--- src/logic/s16b_pkg.sv ---
// Bus glue shared types
// Region, board and I/O page codes
package s16b_pkg;

    typedef logic [23:1] cpu_addr_t;    // CPU word address
    typedef logic [15:0] bus_word_t;
    typedef logic [ 7:0] cab_byte_t;    // Cabinet or DIP byte
    typedef logic [ 7:0] region_mask_t; // One-hot mapper regions
    typedef logic [18:1] rom_addr_t;    // ROM word address
    typedef logic [ 5:0] tile_bank_t;
    typedef logic [ 1:0] dtack_cyc_t;   // Extra DTACK steps
    typedef logic [ 7:0] board_id_t;
    typedef logic [ 1:0] io_page_t;

    // Bit positions in region_mask_t
    // Regions 0 to 2 map the program ROM banks
    localparam int REG_TBANK = 2;  // Top ROM bank, tile bank on writes
    localparam int REG_RAM   = 3;
    localparam int REG_ORAM  = 4;
    localparam int REG_VRAM  = 5;
    localparam int REG_PAL   = 6;
    localparam int REG_IO    = 7;

    // Boards whose 5358 layout uses the large ROM map
    localparam board_id_t BOARD_LARGE_A = 8'h10;
    localparam board_id_t BOARD_LARGE_B = 8'h1a;

    // I/O pages, taken from addr[13:12]
    localparam io_page_t IO_CTRL   = 2'd0;
    localparam io_page_t IO_INPUTS = 2'd1;
    localparam io_page_t IO_DIP    = 2'd2;

    // Data returned for unmapped cabinet reads
    localparam cab_byte_t CAB_IDLE = 8'hff;

endpackage
--- src/logic/s16b_main.sv ---
// Main board bus glue
`timescale 1ns/100ps

module s16b_main (
    input  logic                   clk,
    input  logic                   rst,
    input  logic                   cpu_cen,
    // CPU bus
    input  s16b_pkg::cpu_addr_t    addr,
    input  s16b_pkg::bus_word_t    cpu_dout,
    input  logic                   rnw,
    input  logic                   uds_n,
    input  logic                   lds_n,
    input  logic                   as_n,
    input  logic                   bgack_n,
    output logic                   uds_wn,
    output logic                   lds_wn,
    output s16b_pkg::bus_word_t    cpu_din,
    output logic                   dtack_n,
    // Mapper and board setup
    input  s16b_pkg::region_mask_t active,
    input  s16b_pkg::board_id_t    board_id,
    input  s16b_pkg::dtack_cyc_t   dtack_cyc,
    // Memories
    output logic                   rom_cs,
    output s16b_pkg::rom_addr_t    rom_addr,
    input  s16b_pkg::bus_word_t    rom_data,
    input  logic                   rom_ok,
    output logic                   ram_cs,
    output logic                   vram_cs,
    input  s16b_pkg::bus_word_t    ram_data,
    input  logic                   ram_ok,
    output logic                   char_cs,
    output logic                   pal_cs,
    output logic                   objram_cs,
    input  s16b_pkg::bus_word_t    char_dout,
    input  s16b_pkg::bus_word_t    pal_dout,
    input  s16b_pkg::bus_word_t    obj_dout,
    // Cabinet
    input  s16b_pkg::cab_byte_t    joystick1,
    input  s16b_pkg::cab_byte_t    joystick2,
    input  logic [1:0]             start_button,
    input  logic [1:0]             coin_input,
    input  logic                   service,
    input  logic                   dip_test,
    input  s16b_pkg::cab_byte_t    dipsw_a,
    input  s16b_pkg::cab_byte_t    dipsw_b,
    // Video control
    output logic                   flip,
    output logic                   video_en,
    output s16b_pkg::tile_bank_t   tile_bank
);

    logic                io_cs;
    logic                tbank_cs;
    s16b_pkg::cab_byte_t cab_dout;

    s16b_bus_decode u_decode (
        .clk       (clk),
        .rst       (rst),
        .addr      (addr),
        .rnw       (rnw),
        .uds_n     (uds_n),
        .lds_n     (lds_n),
        .as_n      (as_n),
        .bgack_n   (bgack_n),
        .active    (active),
        .board_id  (board_id),
        .rom_cs    (rom_cs),
        .ram_cs    (ram_cs),
        .vram_cs   (vram_cs),
        .char_cs   (char_cs),
        .pal_cs    (pal_cs),
        .objram_cs (objram_cs),
        .io_cs     (io_cs),
        .tbank_cs  (tbank_cs),
        .lds_wn    (lds_wn),
        .uds_wn    (uds_wn),
        .rom_addr  (rom_addr)
    );

    s16b_cab_io u_cab_io (
        .clk          (clk),
        .rst          (rst),
        .addr         (addr),
        .cpu_dout     (cpu_dout),
        .io_cs        (io_cs),
        .tbank_cs     (tbank_cs),
        .lds_wn       (lds_wn),
        .joystick1    (joystick1),
        .joystick2    (joystick2),
        .start_button (start_button),
        .coin_input   (coin_input),
        .service      (service),
        .dip_test     (dip_test),
        .dipsw_a      (dipsw_a),
        .dipsw_b      (dipsw_b),
        .cab_dout     (cab_dout),
        .flip         (flip),
        .video_en     (video_en),
        .tile_bank    (tile_bank)
    );

    s16b_data_ack u_data_ack (
        .clk       (clk),
        .rst       (rst),
        .cpu_cen   (cpu_cen),
        .rom_cs    (rom_cs),
        .ram_cs    (ram_cs),
        .vram_cs   (vram_cs),
        .char_cs   (char_cs),
        .pal_cs    (pal_cs),
        .objram_cs (objram_cs),
        .io_cs     (io_cs),
        .rom_data  (rom_data),
        .ram_data  (ram_data),
        .char_dout (char_dout),
        .pal_dout  (pal_dout),
        .obj_dout  (obj_dout),
        .cab_dout  (cab_dout),
        .rom_ok    (rom_ok),
        .ram_ok    (ram_ok),
        .dtack_cyc (dtack_cyc),
        .cpu_din   (cpu_din),
        .dtack_n   (dtack_n)
    );

endmodule

--- src/logic/s16b_data_ack.sv ---
// CPU read data and DTACK
`timescale 1ns/100ps

module s16b_data_ack (
    input  logic                   clk,
    input  logic                   rst,
    input  logic                   cpu_cen,
    input  logic                   rom_cs,
    input  logic                   ram_cs,
    input  logic                   vram_cs,
    input  logic                   char_cs,
    input  logic                   pal_cs,
    input  logic                   objram_cs,
    input  logic                   io_cs,
    input  s16b_pkg::bus_word_t    rom_data,
    input  s16b_pkg::bus_word_t    ram_data,
    input  s16b_pkg::bus_word_t    char_dout,
    input  s16b_pkg::bus_word_t    pal_dout,
    input  s16b_pkg::bus_word_t    obj_dout,
    input  s16b_pkg::cab_byte_t    cab_dout,
    input  logic                   rom_ok,
    input  logic                   ram_ok,
    input  s16b_pkg::dtack_cyc_t   dtack_cyc,
    output s16b_pkg::bus_word_t    cpu_din,
    output logic                   dtack_n
);

    logic bus_cs;
    logic bus_busy;
    logic ack_n;     // Base acknowledge
    logic ack_n_d1;
    logic ack_n_d2;

    assign bus_cs   = rom_cs | ram_cs | vram_cs | char_cs | pal_cs | objram_cs | io_cs;
    assign bus_busy = (rom_cs & ~rom_ok) | ((ram_cs | vram_cs) & ~ram_ok);

    // Unmapped accesses keep the last word
    always_ff @(posedge clk, posedge rst) begin
        if (rst)                    cpu_din <= 16'hffff;
        else if (ram_cs | vram_cs)  cpu_din <= ram_data;
        else if (rom_cs)            cpu_din <= rom_data;
        else if (char_cs)           cpu_din <= char_dout;
        else if (pal_cs)            cpu_din <= pal_dout;
        else if (objram_cs)         cpu_din <= obj_dout;
        else if (io_cs)             cpu_din <= {8'hff, cab_dout};
    end

    always_ff @(posedge clk, posedge rst) begin
        if (rst) begin
            ack_n    <= 1'b1;
            ack_n_d1 <= 1'b1;
            ack_n_d2 <= 1'b1;
        end else if (!bus_cs) begin
            ack_n    <= 1'b1;
            ack_n_d1 <= 1'b1;
            ack_n_d2 <= 1'b1;
        end else if (cpu_cen) begin
            if (!bus_busy)
                ack_n <= 1'b0;  // Held low until the selects drop
            ack_n_d1 <= ack_n;
            ack_n_d2 <= ack_n_d1;
        end
    end

    always_comb begin
        case (dtack_cyc)
            2'd0:    dtack_n = ack_n;
            2'd1:    dtack_n = ack_n_d1;
            default: dtack_n = ack_n_d2;
        endcase
    end

endmodule

--- src/logic/s16b_cab_io.sv ---
// Cabinet inputs and video control
`timescale 1ns/100ps

module s16b_cab_io (
    input  logic                   clk,
    input  logic                   rst,
    input  s16b_pkg::cpu_addr_t    addr,
    input  s16b_pkg::bus_word_t    cpu_dout,
    input  logic                   io_cs,
    input  logic                   tbank_cs,
    input  logic                   lds_wn,
    input  s16b_pkg::cab_byte_t    joystick1,
    input  s16b_pkg::cab_byte_t    joystick2,
    input  logic [1:0]             start_button,
    input  logic [1:0]             coin_input,
    input  logic                   service,
    input  logic                   dip_test,
    input  s16b_pkg::cab_byte_t    dipsw_a,
    input  s16b_pkg::cab_byte_t    dipsw_b,
    output s16b_pkg::cab_byte_t    cab_dout,
    output logic                   flip,
    output logic                   video_en,
    output s16b_pkg::tile_bank_t   tile_bank
);

    s16b_pkg::io_page_t  page;
    s16b_pkg::cab_byte_t sort1;
    s16b_pkg::cab_byte_t sort2;
    s16b_pkg::cab_byte_t cab_next;

    // Reorders the joystick bits into the board's input layout
    function automatic s16b_pkg::cab_byte_t sort_joy(input s16b_pkg::cab_byte_t joy);
        sort_joy = {joy[1:0], joy[3:2], joy[7], joy[5:4], joy[6]};
    endfunction

    assign page  = addr[13:12];
    assign sort1 = sort_joy(joystick1);
    assign sort2 = sort_joy(joystick2);

    always_comb begin
        cab_next = s16b_pkg::CAB_IDLE;
        if (page == s16b_pkg::IO_INPUTS) begin
            case (addr[2:1])
                2'd0:    cab_next = {2'b11, start_button, service, dip_test, coin_input};
                2'd1:    cab_next = sort1;
                2'd3:    cab_next = sort2;
                default: cab_next = s16b_pkg::CAB_IDLE;
            endcase
        end else if (page == s16b_pkg::IO_DIP) begin
            cab_next = addr[1] ? dipsw_a : dipsw_b;
        end
    end

    // Read byte, idle outside I/O cycles
    always_ff @(posedge clk, posedge rst) begin
        if (rst) begin
            cab_dout <= s16b_pkg::CAB_IDLE;
        end else if (io_cs) begin
            cab_dout <= cab_next;
        end else begin
            cab_dout <= s16b_pkg::CAB_IDLE;
        end
    end

    always_ff @(posedge clk, posedge rst) begin
        if (rst) begin
            flip     <= 1'b0;
            video_en <= 1'b1;   // Screen on out of reset
        end else if (io_cs && page == s16b_pkg::IO_CTRL && !lds_wn) begin
            flip     <= cpu_dout[6];
            video_en <= cpu_dout[5];
        end
    end

    // Tile bank is written in two 3-bit halves
    always_ff @(posedge clk, posedge rst) begin
        if (rst) begin
            tile_bank <= '0;
        end else if (tbank_cs && !lds_wn) begin
            if (addr[1])
                tile_bank[5:3] <= cpu_dout[2:0];
            else
                tile_bank[2:0] <= cpu_dout[2:0];
        end
    end

endmodule

--- src/logic/s16b_bus_decode.sv ---
// Bus region decode
`timescale 1ns/100ps

module s16b_bus_decode (
    input  logic                     clk,
    input  logic                     rst,
    input  s16b_pkg::cpu_addr_t      addr,
    input  logic                     rnw,
    input  logic                     uds_n,
    input  logic                     lds_n,
    input  logic                     as_n,
    input  logic                     bgack_n,
    input  s16b_pkg::region_mask_t   active,
    input  s16b_pkg::board_id_t      board_id,
    output logic                     rom_cs,
    output logic                     ram_cs,
    output logic                     vram_cs,
    output logic                     char_cs,
    output logic                     pal_cs,
    output logic                     objram_cs,
    output logic                     io_cs,
    output logic                     tbank_cs,
    output logic                     lds_wn,
    output logic                     uds_wn,
    output s16b_pkg::rom_addr_t      rom_addr
);

    logic       bus_n;   // Low while a data strobe is active
    logic [1:0] act_enc;

    assign lds_wn = rnw | lds_n;
    assign uds_wn = rnw | uds_n;
    assign bus_n  = as_n | (lds_n & uds_n);

    always_ff @(posedge clk, posedge rst) begin
        if (rst) begin
            rom_cs    <= 1'b0;
            ram_cs    <= 1'b0;
            vram_cs   <= 1'b0;
            char_cs   <= 1'b0;
            pal_cs    <= 1'b0;
            objram_cs <= 1'b0;
            io_cs     <= 1'b0;
            tbank_cs  <= 1'b0;
        end else if (!as_n && bgack_n) begin
            rom_cs    <= |active[2:0] && rnw;
            char_cs   <= active[s16b_pkg::REG_VRAM] && addr[16];
            objram_cs <= active[s16b_pkg::REG_ORAM];
            pal_cs    <= active[s16b_pkg::REG_PAL];
            io_cs     <= active[s16b_pkg::REG_IO];
            tbank_cs  <= active[s16b_pkg::REG_TBANK] && !rnw;
            // RAM selects follow the strobes so read-modify-write toggles them
            vram_cs   <= !bus_n && active[s16b_pkg::REG_VRAM] && !addr[16];
            ram_cs    <= !bus_n && active[s16b_pkg::REG_RAM];
        end else begin
            rom_cs    <= 1'b0;
            ram_cs    <= 1'b0;
            vram_cs   <= 1'b0;
            char_cs   <= 1'b0;
            pal_cs    <= 1'b0;
            objram_cs <= 1'b0;
            io_cs     <= 1'b0;
            tbank_cs  <= 1'b0;
        end
    end

    // ROM bank number
    always_comb begin
        case (active[2:0])
            3'b010:  act_enc = 2'd1;
            3'b100:  act_enc = 2'd2;
            default: act_enc = 2'd0;
        endcase
    end

    always_comb begin
        casez (board_id[7:3])
            5'b001??: rom_addr = addr[18:1];            // 0x20 to 0x3F
            5'b00001: rom_addr = {1'b0, addr[17:1]};    // 0x08 to 0x0F
            5'b0001?: begin
                if (board_id == s16b_pkg::BOARD_LARGE_A || board_id == s16b_pkg::BOARD_LARGE_B)
                    rom_addr = {act_enc, addr[16:1]};
                else
                    rom_addr = {1'b0, act_enc, addr[15:1]}; // Small 5358 map
            end
            default:  rom_addr = {act_enc[0], addr[17:1]};
        endcase
    end

endmodule

--- config.mk ---
export PLATFORM = sky130hd
export DESIGN_NAME = s16b_main
export DESIGN_NICKNAME = d
export VERILOG_FILES = /design/src/logic/s16b_pkg.sv /design/src/logic/s16b_main.sv /design/src/logic/s16b_data_ack.sv /design/src/logic/s16b_cab_io.sv /design/src/logic/s16b_bus_decode.sv
export SDC_FILE = /design/constraint.sdc
export NUM_CORES = 1
export LEC_CHECK = 0
export ABC_CLOCK_PERIOD_IN_PS = 1600
export BUFFER_PORTS_ARGS = -buffer_cell sky130_fd_sc_hd__buf_2
export CAP_MARGIN = 20
export CELL_PAD_IN_SITES_DETAIL_PLACEMENT = 0
export CELL_PAD_IN_SITES_GLOBAL_PLACEMENT = 1
export CORE_MARGIN = 10
export CORE_UTILIZATION = 27
export DETAILED_ROUTE_END_ITERATION = 8
export GPL_ROUTABILITY_DRIVEN = 0
export GPL_TIMING_DRIVEN = 0
export PLACE_DENSITY_LB_ADDON = 0.1
export SLEW_MARGIN = 20
export SYNTH_ARGS = -nofsm -noshare
export SYNTH_HDL_FRONTEND = slang
export SYNTH_SLANG_ARGS = --single-unit
export TNS_END_PERCENT = 100
--- constraint.sdc ---
create_clock -name clk -period 1.6 [get_ports clk]
set_input_delay 0.16 -clock clk [delete_from_list [all_inputs] [get_ports clk]]
set_output_delay 0.16 -clock clk [all_outputs]
set_load 0.05 [all_outputs]
==> PnR_summary.wiki, run 1 <==
{| class="wikitable"
! Metric !! Value
|-
| Deepest level of the CTS H-tree || 2
|-
| Top cells by area in the synthesized netlist || sky130_fd_sc_hd__dfstp_2, sky130_fd_sc_hd__dfrtp_1, sky130_fd_sc_hd__mux2i_1
|-
| Flop-to-flop setup slack || 0.07 ns
|-
| Largest register FFs || 16
|-
| Clock-pin slew on the worst setup and hold paths || 0.08 ns
|-
| FILL cells || 1121
|-
| # setup viols final || 3
|-
| Cell-internal power || 0.00230 W
|-
| Die width || 124 um
|-
| Global-route total usage across every layer || between 10% and 20%
|-
| Routed wirelength normalized by instance count || 17.8 um
|-
| Power per cell area || 834 nW/um2
|-
| Total number of clock tree sinks || 43
|-
| Final setup margin || -0.0786 ns
|-
| Clock root cell || sky130_fd_sc_hd__clkbuf_8
|-
| Yosys warning total || 0
|-
| Initial Utilization || 28.0%
|-
| Clock buffer depth || 2
|-
| Signed area change from the synthesized netlist to the final layout || 51.1%
|-
| Clock latency on the worst-skew pair || 0.29 ns
|-
| Arrival time worst endpoint || 1.52 ns
|-
| Drt initial violations || 150
|-
| Run status || finished, violations left
|-
| Highest ir drop seen on vdd || 0.000586 V
|-
| Critical path required time || 1.44 ns
|-
| Nets in the synthesized netlist || 509
|-
| Worst clock skew || between 0.007 and 0.008 ns
|-
| Pin count of the biggest net entering global routing || 25
|-
| Post-layout total power || ~0.0037 W
|-
| TritonCTS clock tree || yes
|-
| Category of the critical setup timing path || in -> out
|-
| RSZ-0062 raised after global routing || yes
|-
| DRT antenna net count || 0
|-
| Leakage power total || 2.14 nW
|-
| Part of the Yosys area used for sequential elements || 37.9%
|-
| Post-Synthesis Cells || 324
|-
| Number of buffers added by the clock tree synthesis step || 5
|-
| Post-Route WL || 12.1 mm
|-
| Vias in the first global route || 3693
|-
| Io pins || ~240
|-
| Row cnt || 37
|-
| Number of nets in the finished design || 728
|-
| Worst-path cell chain || buf_6 > or4b_4 > nor4b_4 > a22oi_2 > a21oi_2 > buf_6
|-
| Worst slack on hold paths || 0.0764 ns
|-
| Gr ovfl total || 0
|-
| Final core utilization || approximately 42%
|-
| Relative slew slack || 68.2%
|-
| Storage element area || 1120 um2
|-
| Switching power summed over all nets || between 0.001 and 0.0015 W
|-
| Part of the power in the clock network || a little under a quarter
|-
| Most common cell type on the critical path || sky130_fd_sc_hd__buf_6
|-
| Synthesis-stage register bit count || 43
|-
| Failing checks || setup timing
|-
| Unique cell type count in the Yosys netlist || 40
|-
| Net switching fraction of the power || 37.8%
|-
| Upper clock frequency limit || 596 MHz
|-
| Critical Path Max Stage Delay || 0.57 ns
|-
| Crit. End Element || output pin
|-
| Total via count in the routed design || 3252
|-
| Die Outline Area || 15400 um2
|-
| DRC violation count after routing || 0
|-
| Number of maximum-capacitance violations || 0
|-
| Area of the multi-input gates || 1640 um2
|-
| Final hold vios || 0
|-
| Slew of the pin with the lowest slew margin || approximately 0.48 ns
|-
| Proportion of layout cells with a drive suffix above 1 || 57.0%
|-
| Die Ht || 124 um
|-
| Wire length of the first global-routing pass || 18.5 mm
|-
| Number of slew-limit violations in the final report || 0
|-
| Post-synthesis instance area || 2930 um2
|-
| Highest fanout seen on the critical path || 3
|-
| Number of buffers inserted by port buffering || about 210
|-
| Post-layout minimum cycle time || 1.68 ns
|-
| Synth Area per Inst || 9.04 um2
|-
| Routed via count divided by cell count || around 4.8
|-
| HP Class || in -> reg
|-
| Synth area leader || sky130_fd_sc_hd__dfstp_2
|-
| Area of the core || 10500 um2
|-
| Launching element type of the critical path || input port
|-
| Portion of the clock cycle consumed by the worst path in the final layout || 105%
|-
| Antenna violations before repair || 2
|-
| Number of iterations in the first detailed-routing pass || 4
|-
| Register name with the most flops || u_data_ack.cpu_din
|-
| Sum of net half-perimeters after detailed placement || 10.4 mm
|-
| Share of power burned in registers || 37.0%
|-
| Final TNS setup || -0.211 ns
|-
| Slowest cell on the critical path || sky130_fd_sc_hd__or4b_4
|-
| Combinational Power Share || 39.4%
|-
| Post-synth top area share || 25.1%
|-
| Largest regs || u_data_ack.cpu_din x16, u_cab_io.cab_dout x8, u_cab_io.tile_bank x6
|}
-- metal layers --
layer,vias up,GRT usage (%),wire length [um]
li1,1595,-,-
met1,1502,16.4,4490
met2,138,27.0,6070
met3,15,6.11,1360
met4,2,2.95,200
met5,-,0,11
-- path summary, 6_finish.rpt --
check,to,start,cells after the start
worst max-delay path,rom_addr[17],board_id[6],6
worst min-delay path,u_cab_io.video_en,cpu_dout[5],2
worst max register to register,u_data_ack.cpu_din[12],u_decode.char_cs,5
worst min register to register,u_cab_io.flip,u_cab_io.flip,1
max in group asynchronous,u_data_ack.cpu_din[13],rst,4
min in group asynchronous,u_cab_io.tile_bank[0],rst,3
-- repair_timing --
item / 4_1_cts / 5_1_grt
hold buffers: 1 / 0
resized for setup: 12 / 20
pin swaps: 6 / 4
hold endpoints to repair: 13 / 0
setup endpoints to repair: 19 / 21
buffers inserted: 2 / 2
-- cell usage after synthesis --
| master | number |
|---|---|
| sky130_fd_sc_hd__inv_2 | 1 |
| sky130_fd_sc_hd__nor3b_1 | 17 |
| sky130_fd_sc_hd__or2_2 | 2 |
| sky130_fd_sc_hd__o31ai_1 | 16 |
| sky130_fd_sc_hd__nor3_4 | 1 |
| sky130_fd_sc_hd__o21ai_1 | 1 |
| sky130_fd_sc_hd__nor4b_4 | 1 |
| sky130_fd_sc_hd__nand2b_1 | 2 |
| sky130_fd_sc_hd__and3_1 | 3 |
| sky130_fd_sc_hd__mux2_2 | 12 |
| sky130_fd_sc_hd__and3b_1 | 1 |
| sky130_fd_sc_hd__nor2_2 | 1 |
| sky130_fd_sc_hd__a21oi_1 | 24 |
| sky130_fd_sc_hd__nand2_1 | 26 |
| sky130_fd_sc_hd__o21ai_0 | 26 |
| sky130_fd_sc_hd__mux2_1 | 5 |
| sky130_fd_sc_hd__a22oi_1 | 9 |
| sky130_fd_sc_hd__and4b_1 | 1 |
| sky130_fd_sc_hd__o211ai_1 | 2 |
| sky130_fd_sc_hd__o311a_1 | 1 |
| sky130_fd_sc_hd__or4_1 | 1 |
| sky130_fd_sc_hd__nor2b_1 | 18 |
| sky130_fd_sc_hd__buf_2 | 8 |
| sky130_fd_sc_hd__clkbuf_1 | 9 |
| sky130_fd_sc_hd__mux2i_1 | 19 |
| sky130_fd_sc_hd__xor2_1 | 1 |
| sky130_fd_sc_hd__dfrtp_1 | 15 |
| sky130_fd_sc_hd__inv_1 | 4 |
| sky130_fd_sc_hd__and2_1 | 4 |
| sky130_fd_sc_hd__o221ai_1 | 1 |
| sky130_fd_sc_hd__o22ai_1 | 13 |
| sky130_fd_sc_hd__nor3_2 | 1 |
| sky130_fd_sc_hd__o21a_1 | 1 |
| sky130_fd_sc_hd__nor2_1 | 21 |
| sky130_fd_sc_hd__nor3_1 | 2 |
| sky130_fd_sc_hd__a32oi_1 | 2 |
| sky130_fd_sc_hd__or4b_4 | 1 |
| sky130_fd_sc_hd__buf_4 | 18 |
| sky130_fd_sc_hd__nand3_1 | 5 |
| sky130_fd_sc_hd__dfstp_2 | 28 |
-- cells by family (layout without fill, tap and decap cells) --
logic type | count (synthesis) | in the layout | share of synthesized area (%)
and+or+nand+nor | 108 | 108 | 21.1
AOI/OAI and AO/OA | 96 | 96 | 19.9
DFF | 43 | 43 | 37.9
buffers and inverters | 40 | 260 | 7.77
muxes | 36 | 36 | 13.0
xor gates and xnor gates | 1 | 1 | 0.299
other | 0 | 1 | 0
-- cell usage in the layout, fill, tap and decap left out, types with 13 or more instances in the layout --
master,synthesis,final
sky130_fd_sc_hd__mux2i_1,19,19
sky130_fd_sc_hd__nand2_1,26,26
sky130_fd_sc_hd__a21oi_1,24,23
sky130_fd_sc_hd__nor2b_1,18,18
sky130_fd_sc_hd__buf_2,8,206
sky130_fd_sc_hd__nor2_1,21,20
sky130_fd_sc_hd__buf_4,18,22
sky130_fd_sc_hd__o22ai_1,13,13
sky130_fd_sc_hd__nor3b_1,17,17
sky130_fd_sc_hd__o21ai_0,26,23
sky130_fd_sc_hd__dfstp_2,28,28
-- power by group through the flow --
stage / Clock, W / Sequential (W) / Combinational, W
detailed placement: 0 / 0.00138 / 0.00144
floorplan: 0 / 0.00181 / 0.000527
global route: 0.000954 / 0.00138 / 0.00157
CTS: 0.000907 / 0.00136 / 0.00146
finish: 0.000871 / 0.00137 / 0.00145
global placement: 0 / 0.00137 / 0.00143
-- per-stage QoR --
stage                     instances  worst slack [ns]  area (um2)
final                           681           -0.0786        4430
after global routing            680            -0.125        4420
after CTS                       679           -0.0931        4370
after detailed placement        668            -0.266        4180
after global placement          667            -0.280        4150
after floorplan                 324            -0.151        2950
-- final cells by class --
class                   count  share of cell area, %
diodes                      1                 0.0565
repair buffers            213                   25.5
multi-input cells         241                   37.0
inverters                   5                  0.424
clock buffers               6                   1.87
clock inverters             2                  0.792
well taps                 136                   3.85
flip-flops and latches     43                   25.2
plain buffers              34                   5.29
-- critical path, delay by kind of cell --
family,cells,cell delay [ns]
AND/OR/NAND/NOR,2,0.85
buffers and inverters,2,0.26
AO/OA/AOI/OAI,2,0.24
Note: power is estimated with default switching activity, not from simulation.
==> run 2: changes to the inputs <==
--- a/config.mk
+++ b/config.mk
@@ -12,6 +12,7 @@
 export CELL_PAD_IN_SITES_GLOBAL_PLACEMENT = 1
 export CORE_MARGIN = 10
 export CORE_UTILIZATION = 27
+export CTS_BUF_LIST = sky130_fd_sc_hd__clkbuf_4
 export DETAILED_ROUTE_END_ITERATION = 8
 export GPL_ROUTABILITY_DRIVEN = 0
 export GPL_TIMING_DRIVEN = 0
==> PnR_summary.wiki, run 2 (synthesis gave the netlist of run 1 again) <==
{| class="wikitable"
! Metric !! Value
|-
| Run status || finished, violations left
|-
| Failing checks || setup timing
|-
| Slowest cell on the critical path || sky130_fd_sc_hd__or4b_4
|-
| Worst clock skew || 0.0116 ns (+0.00387 ns)
|-
| Clock buffer depth || 2 (unchanged)
|-
| HP Class || in -> reg
|-
| Hold wc startpoint || ram_data[3]
|-
| Leakage power total || 2.16 nW (+0.94%)
|-
| Area of the core || 10500 um2 (unchanged)
|-
| Signed area change from the synthesized netlist to the final layout || 52.3%
|-
| Register name with the most flops || u_data_ack.cpu_din
|-
| Slew of the pin with the lowest slew margin || 0.477 ns (-0.0000521 ns)
|-
| Post-Route WL || 12.3 mm (+1.1%)
|-
| Number of instances on the worst hold path || 3 (+1)
|-
| Sum of net half-perimeters after detailed placement || 10.4 mm (unchanged)
|-
| # setup viols final || 3 (unchanged)
|-
| Final core utilization || 42.6% (+0.33 points)
|-
| Hold EP || u_data_ack.cpu_din[3]
|-
| Launching element type of the critical path || input port
|-
| Number of maximum-capacitance violations || 0 (unchanged)
|-
| Initial Utilization || 28.0% (unchanged)
|-
| Clock-pin slew on the worst setup and hold paths || 0.13 ns (+0.05 ns)
|-
| Reg2Reg Capture Point || u_data_ack.cpu_din[9]
|-
| Drt initial violations || 168 (+12%)
|-
| Clock latency on the worst-skew pair || 0.35 ns (+0.06 ns)
|-
| Total number of clock tree sinks || 43 (unchanged)
|-
| Global-route total usage across every layer || 15.2% (+0.094 points)
|-
| Total via count in the routed design || 3267 (+0.46%)
|-
| Commonest cells after routing, fill and taps aside || sky130_fd_sc_hd__buf_2, sky130_fd_sc_hd__dfstp_2, sky130_fd_sc_hd__nand2_1, sky130_fd_sc_hd__buf_4
|-
| Die Ht || 124 um (unchanged)
|-
| Io pins || 236 (unchanged)
|-
| Number of slew-limit violations in the final report || 0 (unchanged)
|-
| FILL cells || 1119 (-0.18%)
|-
| Total number of cells along the worst setup path || 6 (unchanged)
|-
| Clock root cell || sky130_fd_sc_hd__clkbuf_4
|-
| Deepest level of the CTS H-tree || 2 (unchanged)
|-
| Row cnt || 37 (unchanged)
|-
| Family of cells with the greatest summed delay on the critical path || simple AND/OR/NAND/NOR gates
|-
| Pin count of the biggest net entering global routing || 25 (unchanged)
|-
| Final setup margin || -0.0843 ns (-0.00567 ns)
|-
| Portion of the clock cycle consumed by the worst path in the final layout || 105% (+0.35 points)
|-
| Largest regs || u_data_ack.cpu_din x16, u_cab_io.cab_dout x8, u_cab_io.tile_bank x6
|-
| Die Outline Area || 15400 um2 (unchanged)
|-
| Category of the critical setup timing path || in -> out
|-
| Routed wirelength normalized by instance count || 17.8 um (-0.10%)
|-
| Most frequent standard cell in the layout excluding fill and tap cells || sky130_fd_sc_hd__buf_2
|-
| Gr ovfl total || 0 (unchanged)
|-
| Count of buffer and inverter cells on the critical path || 2 (unchanged)
|-
| Vias in the first global route || 3714 (+0.57%)
|-
| Most common cell type on the critical path || sky130_fd_sc_hd__buf_6
|-
| Highest fanout seen on the critical path || 3 (unchanged)
|-
| Number of buffers added by the clock tree synthesis step || 5 (unchanged)
|-
| Arrival time worst endpoint || 1.52 ns (about the same)
|-
| Upper clock frequency limit || 594 MHz (-0.34%)
|-
| Final hold vios || 0 (unchanged)
|-
| Power per cell area || 787 nW/um2 (-5.6%)
|-
| Antenna violations before repair || 1 (-1)
|-
| DRT antenna net count || 0 (unchanged)
|-
| Number of buffers inserted by port buffering || 207 (unchanged)
|-
| Post-layout total power || 0.00351 W (-4.8%)
|-
| Die width || 124 um (unchanged)
|-
| Crit. End Element || output pin
|-
| Relative slew slack || 68.2% (about the same)
|-
| Number of nets in the finished design || 736 (+1.1%)
|-
| Startpoint of the worst-slack reg-to-reg timing path || u_decode.char_cs
|-
| Critical Path Max Stage Delay || 0.57 ns (about the same)
|-
| Critical path required time || 1.44 ns (about the same)
|-
| Post-layout minimum cycle time || 1.68 ns (+0.00567 ns)
|-
| Worst slack after detailed placement || -0.266 ns (unchanged)
|-
| Proportion of layout cells with a drive suffix above 1 || 56.5% (-0.46 points)
|-
| Number of iterations in the first detailed-routing pass || 4 (unchanged)
|-
| Routed via count divided by cell count || 4.74 (-0.71%)
|-
| TritonCTS clock tree || yes
|-
| Highest ir drop seen on vdd || 0.000539 V (-8.0%)
|-
| Largest register FFs || 16 (unchanged)
|-
| Flop-to-flop setup slack || 0.05 ns (-0.02 ns)
|-
| RSZ-0062 raised after global routing || yes
|-
| Worst-path cell chain || buf_6 > or4b_4 > nor4b_4 > a22oi_2 > a21oi_2 > buf_6
|-
| Wire length of the first global-routing pass || 18.6 mm (+0.60%)
|-
| Number of cells on the worst reg-to-reg path || 5 (unchanged)
|-
| DRC violation count after routing || 0 (unchanged)
|-
| Final TNS setup || -0.223 ns (-0.0117 ns)
|}
-- run 2: worst min-delay path: stages --
cell and delay, ns:
sky130_fd_sc_hd__buf_2 0.09, sky130_fd_sc_hd__nor2_1 0.09, sky130_fd_sc_hd__a21oi_1 0.04
-- run 2: worst max path at each step --
stage,startpoint,endpoint,slack [ns]
2_1_floorplan,board_id[6],rom_addr[17],-0.15
3_3_place_gp,rst,u_decode.rom_cs,-0.28
3_5_place_dp,board_id[6],rom_addr[17],-0.27
4_1_cts,board_id[6],rom_addr[17],-0.09
5_1_grt,board_id[6],rom_addr[17],-0.13
6_report,board_id[6],rom_addr[17],-0.08
-- run 2: routing by layer --
| metal | track usage [%] | share of wire (%) | vias to the layer above |
|---|---|---|---|
| li1 | - | - | 1611 |
| met1 | 16.5 | 37 | 1514 |
| met2 | 27.2 | 50 | 132 |
| met3 | 6.20 | 11 | 10 |
| met4 | 2.95 | 1.4 | 0 |
| met5 | 0 | 0 | - |
-- run 2: area by class of cell --
cell class / instances / area (um2) / share of cell area, %
multi-input cells: 241 / 1640 / 36.7
repair buffers: 221 / 1200 / 27.0
flip-flops and latches: 43 / 1120 / 25.0
plain buffers: 34 / 235 / 5.27
well taps: 136 / 170 / 3.81
clock inverters: 3 / 38.8 / 0.870
clock buffers: 5 / 37.5 / 0.842
inverters: 5 / 18.8 / 0.421
diodes: 1 / 2.50 / 0.0561
-- run 2: where the power goes --
group | internal, W | switching, W | leakage, nW
Combinational | 0.000516 | 0.000957 | 1.63
Sequential | 0.00129 | 0.0000745 | 0.490
Clock | 0.000322 | 0.000354 | 0.0426
Total | 0.00213 | 0.00139 | 2.16
-- run 2: through the flow --
| stage | instances | hold WS (ns) | area, um2 |
|---|---|---|---|
| 5_1_grt | 688 | 0.00626 | 4460 |
| 6_report | 689 | 0.0224 | 4460 |
| 3_3_place_gp | 667 | 0.370 | 4150 |
| 3_5_place_dp | 668 | 0.197 | 4180 |
| 2_1_floorplan | 324 | 0.287 | 2950 |
| 4_1_cts | 682 | 0.00523 | 4360 |
-- run 2: timing repair --
item / in CTS / in global routing
gates resized for setup: 12 / 22
endpoints found under the setup margin: 19 / 22
pin swaps: 6 / 4
buffers inserted: 2 / 4
hold buffers: 4 / 3
hold endpoints to repair: 16 / 3
